--- src/hw/memory_game_pkg.sv ---
package memory_game_pkg;

   // ----------------------------------------
   // Widths and basic types
   // ----------------------------------------
   localparam int button_w  = 4;
   localparam int seq_depth = 16;

   typedef logic [button_w-1:0] button_t;
   typedef logic [3:0]          index_t;

   // Game FSM states
   typedef enum logic [3:0] {
      idle           = 4'h0,
      init           = 4'h1,
      round_start    = 4'h2,
      wait_press     = 4'h3,
      register_press = 4'h4,
      compare        = 4'h5,
      next_play      = 4'h6,
      next_round     = 4'h7,
      last_check     = 4'h8,
      wait_extra     = 4'h9,
      final_win      = 4'hA,
      register_extra = 4'hB,
      show           = 4'hC,
      final_error    = 4'hE,
      final_timeout  = 4'hF
   } state_t;

   // ----------------------------------------
   // Control to datapath
   // ----------------------------------------
   typedef struct packed {
      logic clear_play;
      logic count_play;
      logic clear_round;
      logic count_round;
      logic clear_guess;
      logic load_guess;
      logic write_seq;
      logic show_phase;
   } ctrl_t;

   // Datapath flags back to control
   typedef struct packed {
      logic press;
      logic match;
      logic round_end;
      logic game_end;
   } status_t;

endpackage

--- src/hw/game_control.sv ---
`timescale 1ns/10ps

module game_control (
   input  logic                     clock,
   input  logic                     reset,
   input  logic                     start,
   input  memory_game_pkg::status_t status,
   input  logic                     show_done,
   input  logic                     idle_expired,
   output memory_game_pkg::ctrl_t   ctrl,
   output logic                     show_clear,
   output logic                     show_enable,
   output logic                     idle_clear,
   output logic                     idle_enable,
   output logic                     won,
   output logic                     lost,
   output logic                     done,
   output logic                     timed_out
);

   import memory_game_pkg::*;

   state_t state;
   state_t state_next;

   // ----------------------------------------
   // State register
   // ----------------------------------------
   always_ff @(posedge clock or posedge reset) begin
      if (reset) begin
         state <= idle;
      end else begin
         state <= state_next;
      end
   end

   // ----------------------------------------
   // Next state
   // ----------------------------------------
   always_comb begin
      state_next = state;
      case (state)
         idle: begin
            if (start) begin
               state_next = init;
            end
         end
         init:        state_next = show;
         show: begin
            if (show_done) begin
               state_next = round_start;
            end
         end
         round_start: state_next = wait_press;
         // Timeout checked before the press
         wait_press: begin
            if (idle_expired) begin
               state_next = final_timeout;
            end else if (status.press) begin
               state_next = register_press;
            end
         end
         register_press: state_next = compare;
         compare: begin
            if (!status.match) begin
               state_next = final_error;
            end else if (status.round_end) begin
               state_next = last_check;
            end else begin
               state_next = next_play;
            end
         end
         next_play: state_next = wait_press;
         last_check: begin
            if (status.game_end) begin
               state_next = final_win;
            end else begin
               state_next = wait_extra;
            end
         end
         wait_extra: begin
            if (idle_expired) begin
               state_next = final_timeout;
            end else if (status.press) begin
               state_next = register_extra;
            end
         end
         register_extra: state_next = next_round;
         next_round:     state_next = round_start;
         // Results hold until a new start
         final_win, final_error, final_timeout: begin
            if (start) begin
               state_next = init;
            end
         end
         default: state_next = idle;
      endcase
   end

   // ----------------------------------------
   // Moore outputs
   // ----------------------------------------
   always_comb begin
      ctrl.clear_play  = state inside {idle, init, round_start};
      ctrl.count_play  = state inside {next_play, register_extra};
      ctrl.clear_round = state inside {idle, init};
      ctrl.count_round = (state == next_round);
      ctrl.clear_guess = state inside {idle, init};
      ctrl.load_guess  = state inside {register_press, register_extra};
      ctrl.write_seq   = (state == next_round);
      ctrl.show_phase  = (state == show);
   end

   // Timer strobes
   assign show_clear  = state inside {idle, init};
   assign show_enable = (state == show);
   // Every wait starts from zero
   assign idle_clear  = state inside {idle, init, register_press, register_extra};
   assign idle_enable = state inside {wait_press, wait_extra};

   // Game result
   assign won       = (state == final_win);
   assign lost      = state inside {final_error, final_timeout};
   assign done      = state inside {final_win, final_error, final_timeout};
   assign timed_out = (state == final_timeout);

endmodule

--- src/hw/game_datapath.sv ---
`timescale 1ns/10ps

module game_datapath #(
   parameter int num_rounds = 16
) (
   input  logic                      clock,
   input  logic                      reset,
   input  memory_game_pkg::ctrl_t    ctrl,
   input  memory_game_pkg::button_t  buttons,
   output memory_game_pkg::status_t  status,
   output memory_game_pkg::button_t  seq_entry
);

   import memory_game_pkg::*;

   localparam index_t last_round = index_t'(num_rounds - 1);

   index_t  play_index;
   index_t  round_index;
   button_t guess;
   logic    any_button;
   logic    press_q0;
   logic    press_q1;

   // ----------------------------------------
   // Play and round counters
   // ----------------------------------------
   always_ff @(posedge clock or posedge reset) begin
      if (reset) begin
         play_index <= '0;
      end else if (ctrl.clear_play) begin
         play_index <= '0;
      end else if (ctrl.count_play) begin
         play_index <= play_index + 1'b1;
      end
   end

   always_ff @(posedge clock or posedge reset) begin
      if (reset) begin
         round_index <= '0;
      end else if (ctrl.clear_round) begin
         round_index <= '0;
      end else if (ctrl.count_round) begin
         round_index <= round_index + 1'b1;
      end
   end

   // ----------------------------------------
   // Guess register and press detection
   // ----------------------------------------
   always_ff @(posedge clock or posedge reset) begin
      if (reset) begin
         guess <= '0;
      end else if (ctrl.clear_guess) begin
         guess <= '0;
      end else if (ctrl.load_guess) begin
         guess <= buttons;
      end
   end

   // Any button held counts as activity
   assign any_button = |buttons;

   always_ff @(posedge clock or posedge reset) begin
      if (reset) begin
         press_q0 <= 1'b0;
         press_q1 <= 1'b0;
      end else begin
         press_q0 <= any_button;
         press_q1 <= press_q0;
      end
   end

   // Sequence store, addressed by the play index
   sequence_memory u_sequence_memory (
      .clock (clock),
      .write (ctrl.write_seq),
      .addr  (play_index),
      .wdata (guess),
      .rdata (seq_entry)
   );

   // Flags for the FSM
   always_comb begin
      status.press     = press_q0 & ~press_q1;
      status.match     = (guess == seq_entry);
      status.round_end = (play_index == round_index);
      status.game_end  = (round_index == last_round);
   end

endmodule

--- src/hw/game_timer.sv ---
`timescale 1ns/10ps

module game_timer #(
   parameter int limit = 1000
) (
   input  logic clock,
   input  logic reset,
   input  logic clear,
   input  logic enable,
   output logic expired
);

   localparam int cnt_w = (limit > 0) ? $clog2(limit + 1) : 1;
   localparam logic [cnt_w-1:0] last_count = cnt_w'(limit);

   logic [cnt_w-1:0] count;

   // Clear wins over enable, count parks at the limit
   always_ff @(posedge clock or posedge reset) begin
      if (reset) begin
         count <= '0;
      end else if (clear) begin
         count <= '0;
      end else if (enable && (count != last_count)) begin
         count <= count + 1'b1;
      end
   end

   // Only flagged while the timer is running
   assign expired = enable && (count == last_count);

endmodule

--- src/hw/memory_game.sv ---
`timescale 1ns/10ps

module memory_game #(
   parameter int show_cycles    = 1000,
   parameter int timeout_cycles = 50000,
   parameter int num_rounds     = 16
) (
   input  logic                     clock,
   input  logic                     reset,
   input  logic                     start,
   input  memory_game_pkg::button_t buttons,
   output memory_game_pkg::button_t leds,
   output logic                     won,
   output logic                     lost,
   output logic                     done,
   output logic                     timed_out
);

   import memory_game_pkg::*;

   ctrl_t   ctrl;
   status_t status;
   button_t seq_entry;
   logic    show_clear;
   logic    show_enable;
   logic    show_done;
   logic    idle_clear;
   logic    idle_enable;
   logic    idle_expired;

   // ----------------------------------------
   // Control and datapath
   // ----------------------------------------
   game_control u_game_control (
      .clock        (clock),
      .reset        (reset),
      .start        (start),
      .status       (status),
      .show_done    (show_done),
      .idle_expired (idle_expired),
      .ctrl         (ctrl),
      .show_clear   (show_clear),
      .show_enable  (show_enable),
      .idle_clear   (idle_clear),
      .idle_enable  (idle_enable),
      .won          (won),
      .lost         (lost),
      .done         (done),
      .timed_out    (timed_out)
   );

   game_datapath #(
      .num_rounds (num_rounds)
   ) u_game_datapath (
      .clock     (clock),
      .reset     (reset),
      .ctrl      (ctrl),
      .buttons   (buttons),
      .status    (status),
      .seq_entry (seq_entry)
   );

   // ----------------------------------------
   // Show phase and inactivity timers
   // ----------------------------------------
   game_timer #(
      .limit (show_cycles)
   ) u_show_timer (
      .clock   (clock),
      .reset   (reset),
      .clear   (show_clear),
      .enable  (show_enable),
      .expired (show_done)
   );

   game_timer #(
      .limit (timeout_cycles)
   ) u_idle_timer (
      .clock   (clock),
      .reset   (reset),
      .clear   (idle_clear),
      .enable  (idle_enable),
      .expired (idle_expired)
   );

   // Play index is 0 in the show phase, so this lights entry 0
   assign leds = ctrl.show_phase ? (buttons | seq_entry) : buttons;

endmodule

--- src/hw/sequence_memory.sv ---
`timescale 1ns/10ps

module sequence_memory (
   input  logic                     clock,
   input  logic                     write,
   input  memory_game_pkg::index_t  addr,
   input  memory_game_pkg::button_t wdata,
   output memory_game_pkg::button_t rdata
);

   import memory_game_pkg::*;

   button_t mem [seq_depth];
   index_t  addr_q;

   // First entry of every game is fixed
   initial begin
      for (int i = 0; i < seq_depth; i++) begin
         mem[i] = '0;
      end
      mem[0] = 4'b0001;
   end

   always_ff @(posedge clock) begin
      if (write) begin
         mem[addr] <= wdata;
      end
      addr_q <= addr;
   end

   // Read through the registered address
   assign rdata = mem[addr_q];

endmodule

--- config.mk ---
export PLATFORM = sky130hd
export DESIGN_NAME = memory_game
export DESIGN_NICKNAME = d
export VERILOG_FILES = /design/src/hw/memory_game_pkg.sv /design/src/hw/game_control.sv /design/src/hw/game_datapath.sv /design/src/hw/game_timer.sv /design/src/hw/memory_game.sv /design/src/hw/sequence_memory.sv
export SDC_FILE = /design/constraint.sdc
export NUM_CORES = 1
export LEC_CHECK = 0
export ABC_CLOCK_PERIOD_IN_PS = 4100
export BUFFER_PORTS_ARGS = -buffer_cell sky130_fd_sc_hd__buf_2
export CAP_MARGIN = 20
export CORE_MARGIN = 2
export CORE_UTILIZATION = 24
export DETAILED_ROUTE_END_ITERATION = 8
export PLACE_DENSITY_LB_ADDON = 0.25
export SLEW_MARGIN = 15
export SYNTH_ARGS = -nofsm -noshare
export SYNTH_HDL_FRONTEND = slang
export SYNTH_SLANG_ARGS = --single-unit
--- constraint.sdc ---
create_clock -name clock -period 4.1 [get_ports clock]
set_input_delay 0.205 -clock clock [delete_from_list [all_inputs] [get_ports clock]]
set_output_delay 0.205 -clock clock [all_outputs]
set_load 0.05 [all_outputs]
==> results of run 1 <==
state kept, by name, indices dropped and copies added (netlist names), named ones only:
| register | count |
|---|---|
| u_game_control.state | 4 |
| u_game_datapath.guess | 4 |
| u_game_datapath.play_index | 4 |
| u_game_datapath.press_q0 | 1 |
| u_game_datapath.press_q1 | 1 |
| u_game_datapath.round_index | 4 |
| u_game_datapath.u_sequence_memory.mem | 64 |
| u_idle_timer.count | 16 |
| u_show_timer.count | 10 |
where the power goes:
group	leakage [nW]	total [mW]	internal [mW]	switching [mW]
Clock	0.140	0.879	0.474	0.405
Combinational	0.841	0.928	0.361	0.567
Sequential	1.21	1.59	1.32	0.270
Total	2.19	3.40	2.16	1.24
cell families after synthesis:
group / share of synthesized area, %
adder cells (fa/ha/maj): 2.09
AND/OR/NAND/NOR: 14.9
flip-flops: 57.6
multiplexers: 7.90
buffers and inverters: 2.88
XOR/XNOR: 5.53
AO/OA/AOI/OAI: 9.06
synth_stat cells, drive strengths merged, types with 6 or more instances:
master | count | area [sq um]
a22oi | 11 | 82.6
a21oi | 6 | 30.0
buf | 8 | 50.0
inv | 16 | 60.1
nand3 | 16 | 80.1
mux2i | 17 | 170
xnor2 | 13 | 114
and2 | 7 | 43.8
clkbuf | 11 | 41.3
edfxtp | 64 | 1920
dfrtp | 44 | 1100
mux4 | 8 | 184
nor2 | 50 | 188
and3 | 10 | 62.6
mux2 | 6 | 71.3
o21ai | 17 | 96.4
nor2b | 9 | 56.3
nor3 | 9 | 45.0
nand2 | 23 | 86.3
xor2 | 21 | 184
nand2b | 6 | 37.5
nor4 | 6 | 52.6
ha | 9 | 113
nand4 | 7 | 43.8
worst register-to-register path, delay by kind of cell, from the launching register on:
family	cells	cell delay [ps]
simple gates	1	400
compound gates	2	300
flops	1	940
mux	2	960
xor+xnor	1	110
metal layers:
metal / vias to the layer above / wire (um) / part of all wire [%] / GRT usage, %
met4: 0 / 152 / 1.2 / 2.97
li1: 1651 / - / - / -
met3: 12 / 448 / 3.5 / 2.73
met1: 1780 / 6060 / 48 / 14.6
met5: - / 0 / 0 / 0
met2: 72 / 6020 / 47 / 17.1
worst min path at each step:
stage	endpoint	slack [ps]	cells after the start	startpoint
4_1_cts	u_game_datapath.press_q0	140	2	buttons[2]
2_1_floorplan	u_game_datapath.press_q0	310	1	buttons[3]
3_3_place_gp	u_game_datapath.press_q1	350	0	u_game_datapath.press_q0
5_1_grt	u_game_datapath.press_q0	140	2	buttons[3]
6_report	u_game_datapath.press_q0	140	2	buttons[3]
3_5_place_dp	u_game_datapath.press_q1	350	0	u_game_datapath.press_q0
layout make-up:
cell class                      instances  area [sq um]  area share [%]
Tap cell                              280           350            5.79
Inverter                               17          63.8            1.05
Sequential cell                       112          3100            51.3
Clock buffer                            9           225            3.72
Clock inverter                          7          68.8            1.14
Multi-Input combinational cell        296          2130            35.2
Timing Repair Buffer                   19           110            1.82
timing repair:
action | in CTS | in global routing
hold buffers | 1 | 0
endpoints found under the setup margin | 0 | 0
gates resized for setup | 0 | 0
endpoints found under the hold margin | 2 | 0
==> metrics.md, run 1 <==
| Metric | Value |
|---|---|
| Worst Path Required | 3890 ps |
| Final period utilization | between 70% and 80% |
| Total power | 3.40 mW |
| Final WL | around 13000 um |
| CTS tree | done |
| Worst flop-to-flop path endpoint | u_game_control.state[2] |
| Layout Skew | 7.41 ps |
| Skew-Pair Late Insertion Delay | 350 ps |
| Vert. Die Dim | 154 um |
| Worst r2r path cells | 6 |
| Die Width | 154 um |
| Die ar. | roughly 24000 sq um |
| Initial antenna violation count | 0 |
| Worst slew pin tran | roughly 1000 ps |
| Worst-path clk slew | 70 ps |
| Diode count | 0 |
| Nets | 471 |
| Crit path capture | leds[3] |
| Top_reg_cell synth | edfxtp_1 |
| Yosys warns | 0 |
| Min cycle time layout | 2980 ps |
| Relative slew slack | approximately 33% |
| CP cell instances | mux4_1 > mux2_4 > o21ai_4 > o21bai_1 > buf_2 |
| Max-cap violations | 0 |
| Critical path buffers and inverters | 1 |
| Critical Path AT | 2770 ps |
| Total CTS buffers | 9 |
| Setup slack after layout | around 1100 ps |
| Peak Freq | 336 MHz |
| Register area share after synthesis | between 50 and 60% |
| Most frequent cells in the layout | edfxtp_1 (64), nor2_1 (50), dfrtp_1 (44) |
| Synth cell types | 60 |
| Non-Filler Instances | 740 |
| Layout cells sized above 1 | 11.5% |
| Syn_nets | 460 |
| Asr flop ratio synth | between 30% and 40% |
| Clk buf depth | 2 |
| RSZ-0062 raised after global routing | no |
| Avg Cell Area, Syn | between 10 and 15 sq um |
| Initial DRC Count | between 300 and 400 |
| Post-synth EDFFs | 64 |
| Drt pass-1 iters | 4 |
| Pre-CTS setup slack | 1250 ps |
| Vias/cell | 4.75 |
| CP Capture Type | primary output |
| WS Path Type | flop to primary output |
| Sink Count | approximately 110 |
| Synth Cell Area | roughly 5400 sq um |
| Final Setup Violations | 0 |
| Boundary Pins | 15 |
| CP max stage cell | dfxtp_1 |
| Yosys reg bits | 112 |
| CP max stage delay | 940 ps |
| Setup_tns | 0 ps |
| Initial Util | between 20% and 30% |
| Routed wire length per instance | about 17 um |
| Final Hold Viols | 0 |
| Leakage power | approximately 2.2 nW |
| Critical Path Start Type | flop |
| Post-route cell area | 6050 sq um |
| # H-tree levels | 3 |
| Leading cell type in the layout, fill and taps excluded | edfxtp_1 |
| Core Region | 21900 sq um |
| RePlAce Congestion | 0.871 |
| DR vias | 3515 |
| Vias in the first global route | 3532 |
| Num rows | 54 |
| Worst hold slack | between 100 and 150 ps |
| Slew Limit Fails | 0 |
| Filler cell count | 2283 |
| Post-DP HPWL | 8740 um |
| Post-route ant nets | 0 |
| Placed insts | approximately 720 |
| Post-Route Utilization | 27.7% |
| P&R area growth vs syn | 12.4% |
| Max FO, Critical Path | 20 |
| GRT overflow | 0 |
| Power Dens Cells | between 500 and 600 nW/um^2 |
| Critical path depth | 5 |
| PortBufs | 14 |
| Total GRT Usage | 10.8% |
| First-pass GRT wire length | 19800 um |
| Residual DRC | 0 |
| Min-delay worst type | primary input to flop |
| Cell family contributing the most delay on the critical path | flip-flops |
| CTS root buf | clkbuf_16 |
| Dpl cell area | roughly 5800 sq um |
| Status | complete, no violations |
| Post-CTS setup buffers | 0 |
| Synth Instances | around 440 |
| R2R Setup Slk | 1270 ps |
| Maximum vdd drop | 0.000265 V |
| Largest net degree at the start of global routing | 45 |
No activity file was read; power rests on OpenSTA's default activity.
==> inputs of run 2 (changes only) <==
- ABC_AREA: default -> 1
- ABC_CLOCK_PERIOD_IN_PS: 4100 -> 3000
- clock period: 4.1 -> 3 ns (I/O delays scaled with it)
==> run 2 against run 1 <==
Compared with the run above:
- register-to-register slack lost 430 ps
- setup slack lost 530 ps
- hold slack lost 110 ps
- clock power grew 40%
- synthesized area grew 4.8%
- cell count grew 34%
- non-clock buffer count is the same
- critical endpoint is now leds[1]
- highest routed layer unchanged
==> metrics.md, run 2 <==
| Metric | Value |
|---|---|
| Top_reg_cell synth | edfxtp_1 |
| Final WL | 12900 um (+2.0%) |
| Nets | 683 (+45%) |
| Min cycle time layout | around 2400 ps |
| Avg Cell Area, Syn | 8.69 sq um (-28%) |
| Layout Skew | 4.14 ps (-3.27 ps) |
| Setup slack after layout | 592 ps (-530 ps) |
| Top-count cell post-synth | nand2_1 |
| Hold Startpoint | buttons[2] |
| R2R Setup Slk | 840 ps (-430 ps) |
| Power Dens Cells | 450 nW/um^2 (-20%) |
| Initial Util | 24.3% (-0.35 points) |
| Residual DRC | 0 (unchanged) |
| Worst Path Required | 2850 ps (-1040 ps) |
| Clk buf depth | 2 (unchanged) |
| # H-tree levels | 3 (unchanged) |
| Sink Count | 112 (unchanged) |
| Total GRT Usage | 11.1% (+0.36 points) |
| RSZ-0062 raised after global routing | no |
| Final period utilization | 80.3% |
| P&R area growth vs syn | 12.9% |
| Post-route ant nets | 0 (unchanged) |
| Commonest cells in the netlist | nand2_1 (179), inv_1 (97), edfxtp_1 (64), nand3_1 (63), nor2_1 (52) |
| Worst-path clk slew | 70 ps (about the same) |
| Cell taking the most area after synthesis | edfxtp_1 |
| Largest net degree at the start of global routing | 45 (unchanged) |
| Post-synth EDFFs | 64 (unchanged) |
| Post-DP HPWL | 9110 um (+4.2%) |
| Layout cells sized above 1 | 10.6% (-0.96 points) |
| Status | complete, no violations |
| Total CTS buffers | 9 (unchanged) |
| Pre-CTS setup slack | 827 ps (-426 ps) |
| Total power | 2.87 mW (-16%) |
| Adder-cell share of the synthesized area | 2.00% (-0.095 points) |
| Initial DRC Count | 264 (-15%) |
| CTS root buf | clkbuf_16 |
| WS Path Type | flop to primary output |
| Main combinational cell family by area after synthesis | simple AND/OR/NAND/NOR gates |
| Relative slew slack | 50.2% (+17 points) |
| Leakage power | 2.80 nW (+28%) |
| Final Hold Viols | 0 (unchanged) |
| PortBufs | 14 (unchanged) |
| Syn_nets | 665 (+45%) |
| Core Region | 23300 sq um (+6.3%) |
| Crit-path most repeated cell | nand2_1 |
| Most frequent cells in the layout | nand2_1 (179), inv_1 (96), edfxtp_1 (64) |
| Worst r2r path cells | 14 (+8) |
| Boundary Pins | 15 (unchanged) |
| Area fraction of the dominant cell type after synthesis | 34.1% (-1.6 points) |
| Critical Path AT | 2260 ps (-510 ps) |
| Vias in the first global route | 3965 (+12%) |
| RePlAce Congestion | 0.811 (-6.9%) |
| Max FO, Critical Path | 24 (+20%) |
| Leading cell type in the layout, fill and taps excluded | nand2_1 |
| Number of flip-flops in the largest register | 64 (unchanged) |
| Synth Instances | 649 (+46%) |
| Register area share after synthesis | 55.0% (-2.6 points) |
| DR vias | 4124 (+17%) |
| Die Width | 157 um (+2.3%) |
| Yosys warns | 0 (unchanged) |
| CP max stage delay | 550 ps (-390 ps) |
| Synth Area in XOR/XNOR | 1.09% (-4.4 points) |
| Mux share of post-synthesis cell area | 0% (-7.9 points) |
| Slew Limit Fails | 0 (unchanged) |
| Max-cap violations | 0 (unchanged) |
| Critical Path Start Type | flop |
| Initial antenna violation count | 0 (unchanged) |
| CTS tree | done |
| Yosys reg bits | 112 (unchanged) |
| Asr flop ratio synth | 39.3% (unchanged) |
| Skew-Pair Late Insertion Delay | 360 ps (about the same) |
| Drt pass-1 iters | 5 (+1) |
| Compound-Gate Fraction of Synth Area | 5.03% (-4.0 points) |
| Die ar. | 24700 sq um (+4.6%) |
| Maximum vdd drop | 0.000301 V (+14%) |
| Setup_tns | 0 ps (unchanged) |
| Num rows | 56 (+3.7%) |
| Largest registers | u_game_datapath.u_sequence_memory.mem x64, u_idle_timer.count x16, u_show_timer.count x10 |
| CP cell instances | buf_4 > nand2_1 > nand2_1 > nand2_1 > nand3_1 > nand3_1 > nand2_1 > nand2_1 > nand2_1 > buf_2 |
| Diode count | 0 (unchanged) |
| Post-Synth Simple-Gate Area | 27.7% (+13 points) |
| CP Capture Type | primary output |
| Final Setup Violations | 0 (unchanged) |
| Vias/cell | 4.16 (-12%) |
| Peak Freq | 415 MHz |
| Hold path endpoint | u_game_datapath.press_q0 |
| Cells on Worst Hold Path | 3 (+1) |
| Synth area leaders | edfxtp_1 (34%), dfrtp_1 (20%), nand2_1 (12%), inv_1 (6.5%), nand3_1 (5.6%) |
| Top reg by flops | u_game_datapath.u_sequence_memory.mem |
| First-pass GRT wire length | 21100 um (+6.8%) |
| Vert. Die Dim | 157 um (+2.3%) |
| Routed wire length per instance | 13.1 um (-24%) |
| Min-delay worst type | primary input to flop |
| Worst flop-to-flop path endpoint | u_game_control.state[2] |
| Synth Cell Area | 5640 sq um (+4.8%) |
| GRT overflow | 0 (unchanged) |
| Post-CTS setup buffers | 0 (unchanged) |
| Worst slew pin tran | 747 ps (-253 ps) |
| CP max stage cell | dfxtp_1 |
| Synth cell types | 40 (-33%) |
==> run 2: cell types whose count changed after synthesis, sizes merged, moves of 14 or more <==
| cell | before | now |
|---|---|---|
| xor2 | 21 | 5 |
| nor2 | 50 | 64 |
| mux2i | 17 | 0 |
| nand3 | 16 | 64 |
| nand2 | 23 | 184 |
| inv | 16 | 112 |
==> run 2: cells by family after synthesis <==
| family | count (synthesis) |
|---|---|
| DFF | 112 |
| adders and majority gates | 9 |
| buffers and inverters | 124 |
| AOI/OAI and AO/OA | 51 |
| xor gates and xnor gates | 7 |
| and+or+nand+nor | 346 |
==> run 2: where the power goes <==
group,internal [mW],total (mW),switching (mW)
clock network,0.658,1.23,0.571
logic,0.00711,0.0243,0.0172
registers,1.61,1.61,0.000222
==> run 2: cell type report <==
type	instances	area [sq um]
flip-flops and latches	112	3100
inverters	112	423
clock buffers	11	233
repair buffers	19	123
multi-input cells	413	2020
clock inverters	5	63.8
well taps	319	399
fillers	2573	16900
==> run 2: metrics by stage <==
step | util, % | cell area [sq um] | hold slack, ps | cells
global route | 27.4 | 6370 | 25.6 | 991
global placement | 26.0 | 6040 | 358 | 973
finish | 27.4 | 6370 | 35.1 | 991
CTS | 27.2 | 6340 | 25.9 | 989
floorplan | - | 5640 | 277 | 649
detailed placement | 26.0 | 6040 | 360 | 973
==> run 2: repair_timing <==
| action | 4_1_cts | 5_1_grt |
|---|---|---|
| hold endpoints to repair | 0 | 12 |
| hold buffers | 0 | 1 |
| resized for setup | 0 | 0 |
==> run 2: worst max-delay path by stage <==
stage	to	slack, ps
after floorplan	u_game_control.state[0]	970
after global placement	u_game_control.state[2]	880
after detailed placement	u_game_control.state[1]	830
after CTS	leds[1]	580
after global routing	leds[1]	380
final	leds[1]	590
==> run 2: routing by layer <==
metal	global-route usage, %	wire (um)
met4	2.47	84
met1	14.9	6260
met5	0	0
met3	2.86	454
met2	18.0	6140
==> run 2: worst max-delay path: cells and delay by family, from the launching register on <==
| kind | cells | cell delay, ps |
|---|---|---|
| DFF | 1 | 550 |
| buffers and inverters | 2 | 640 |
| and+or+nand+nor | 8 | 690 |
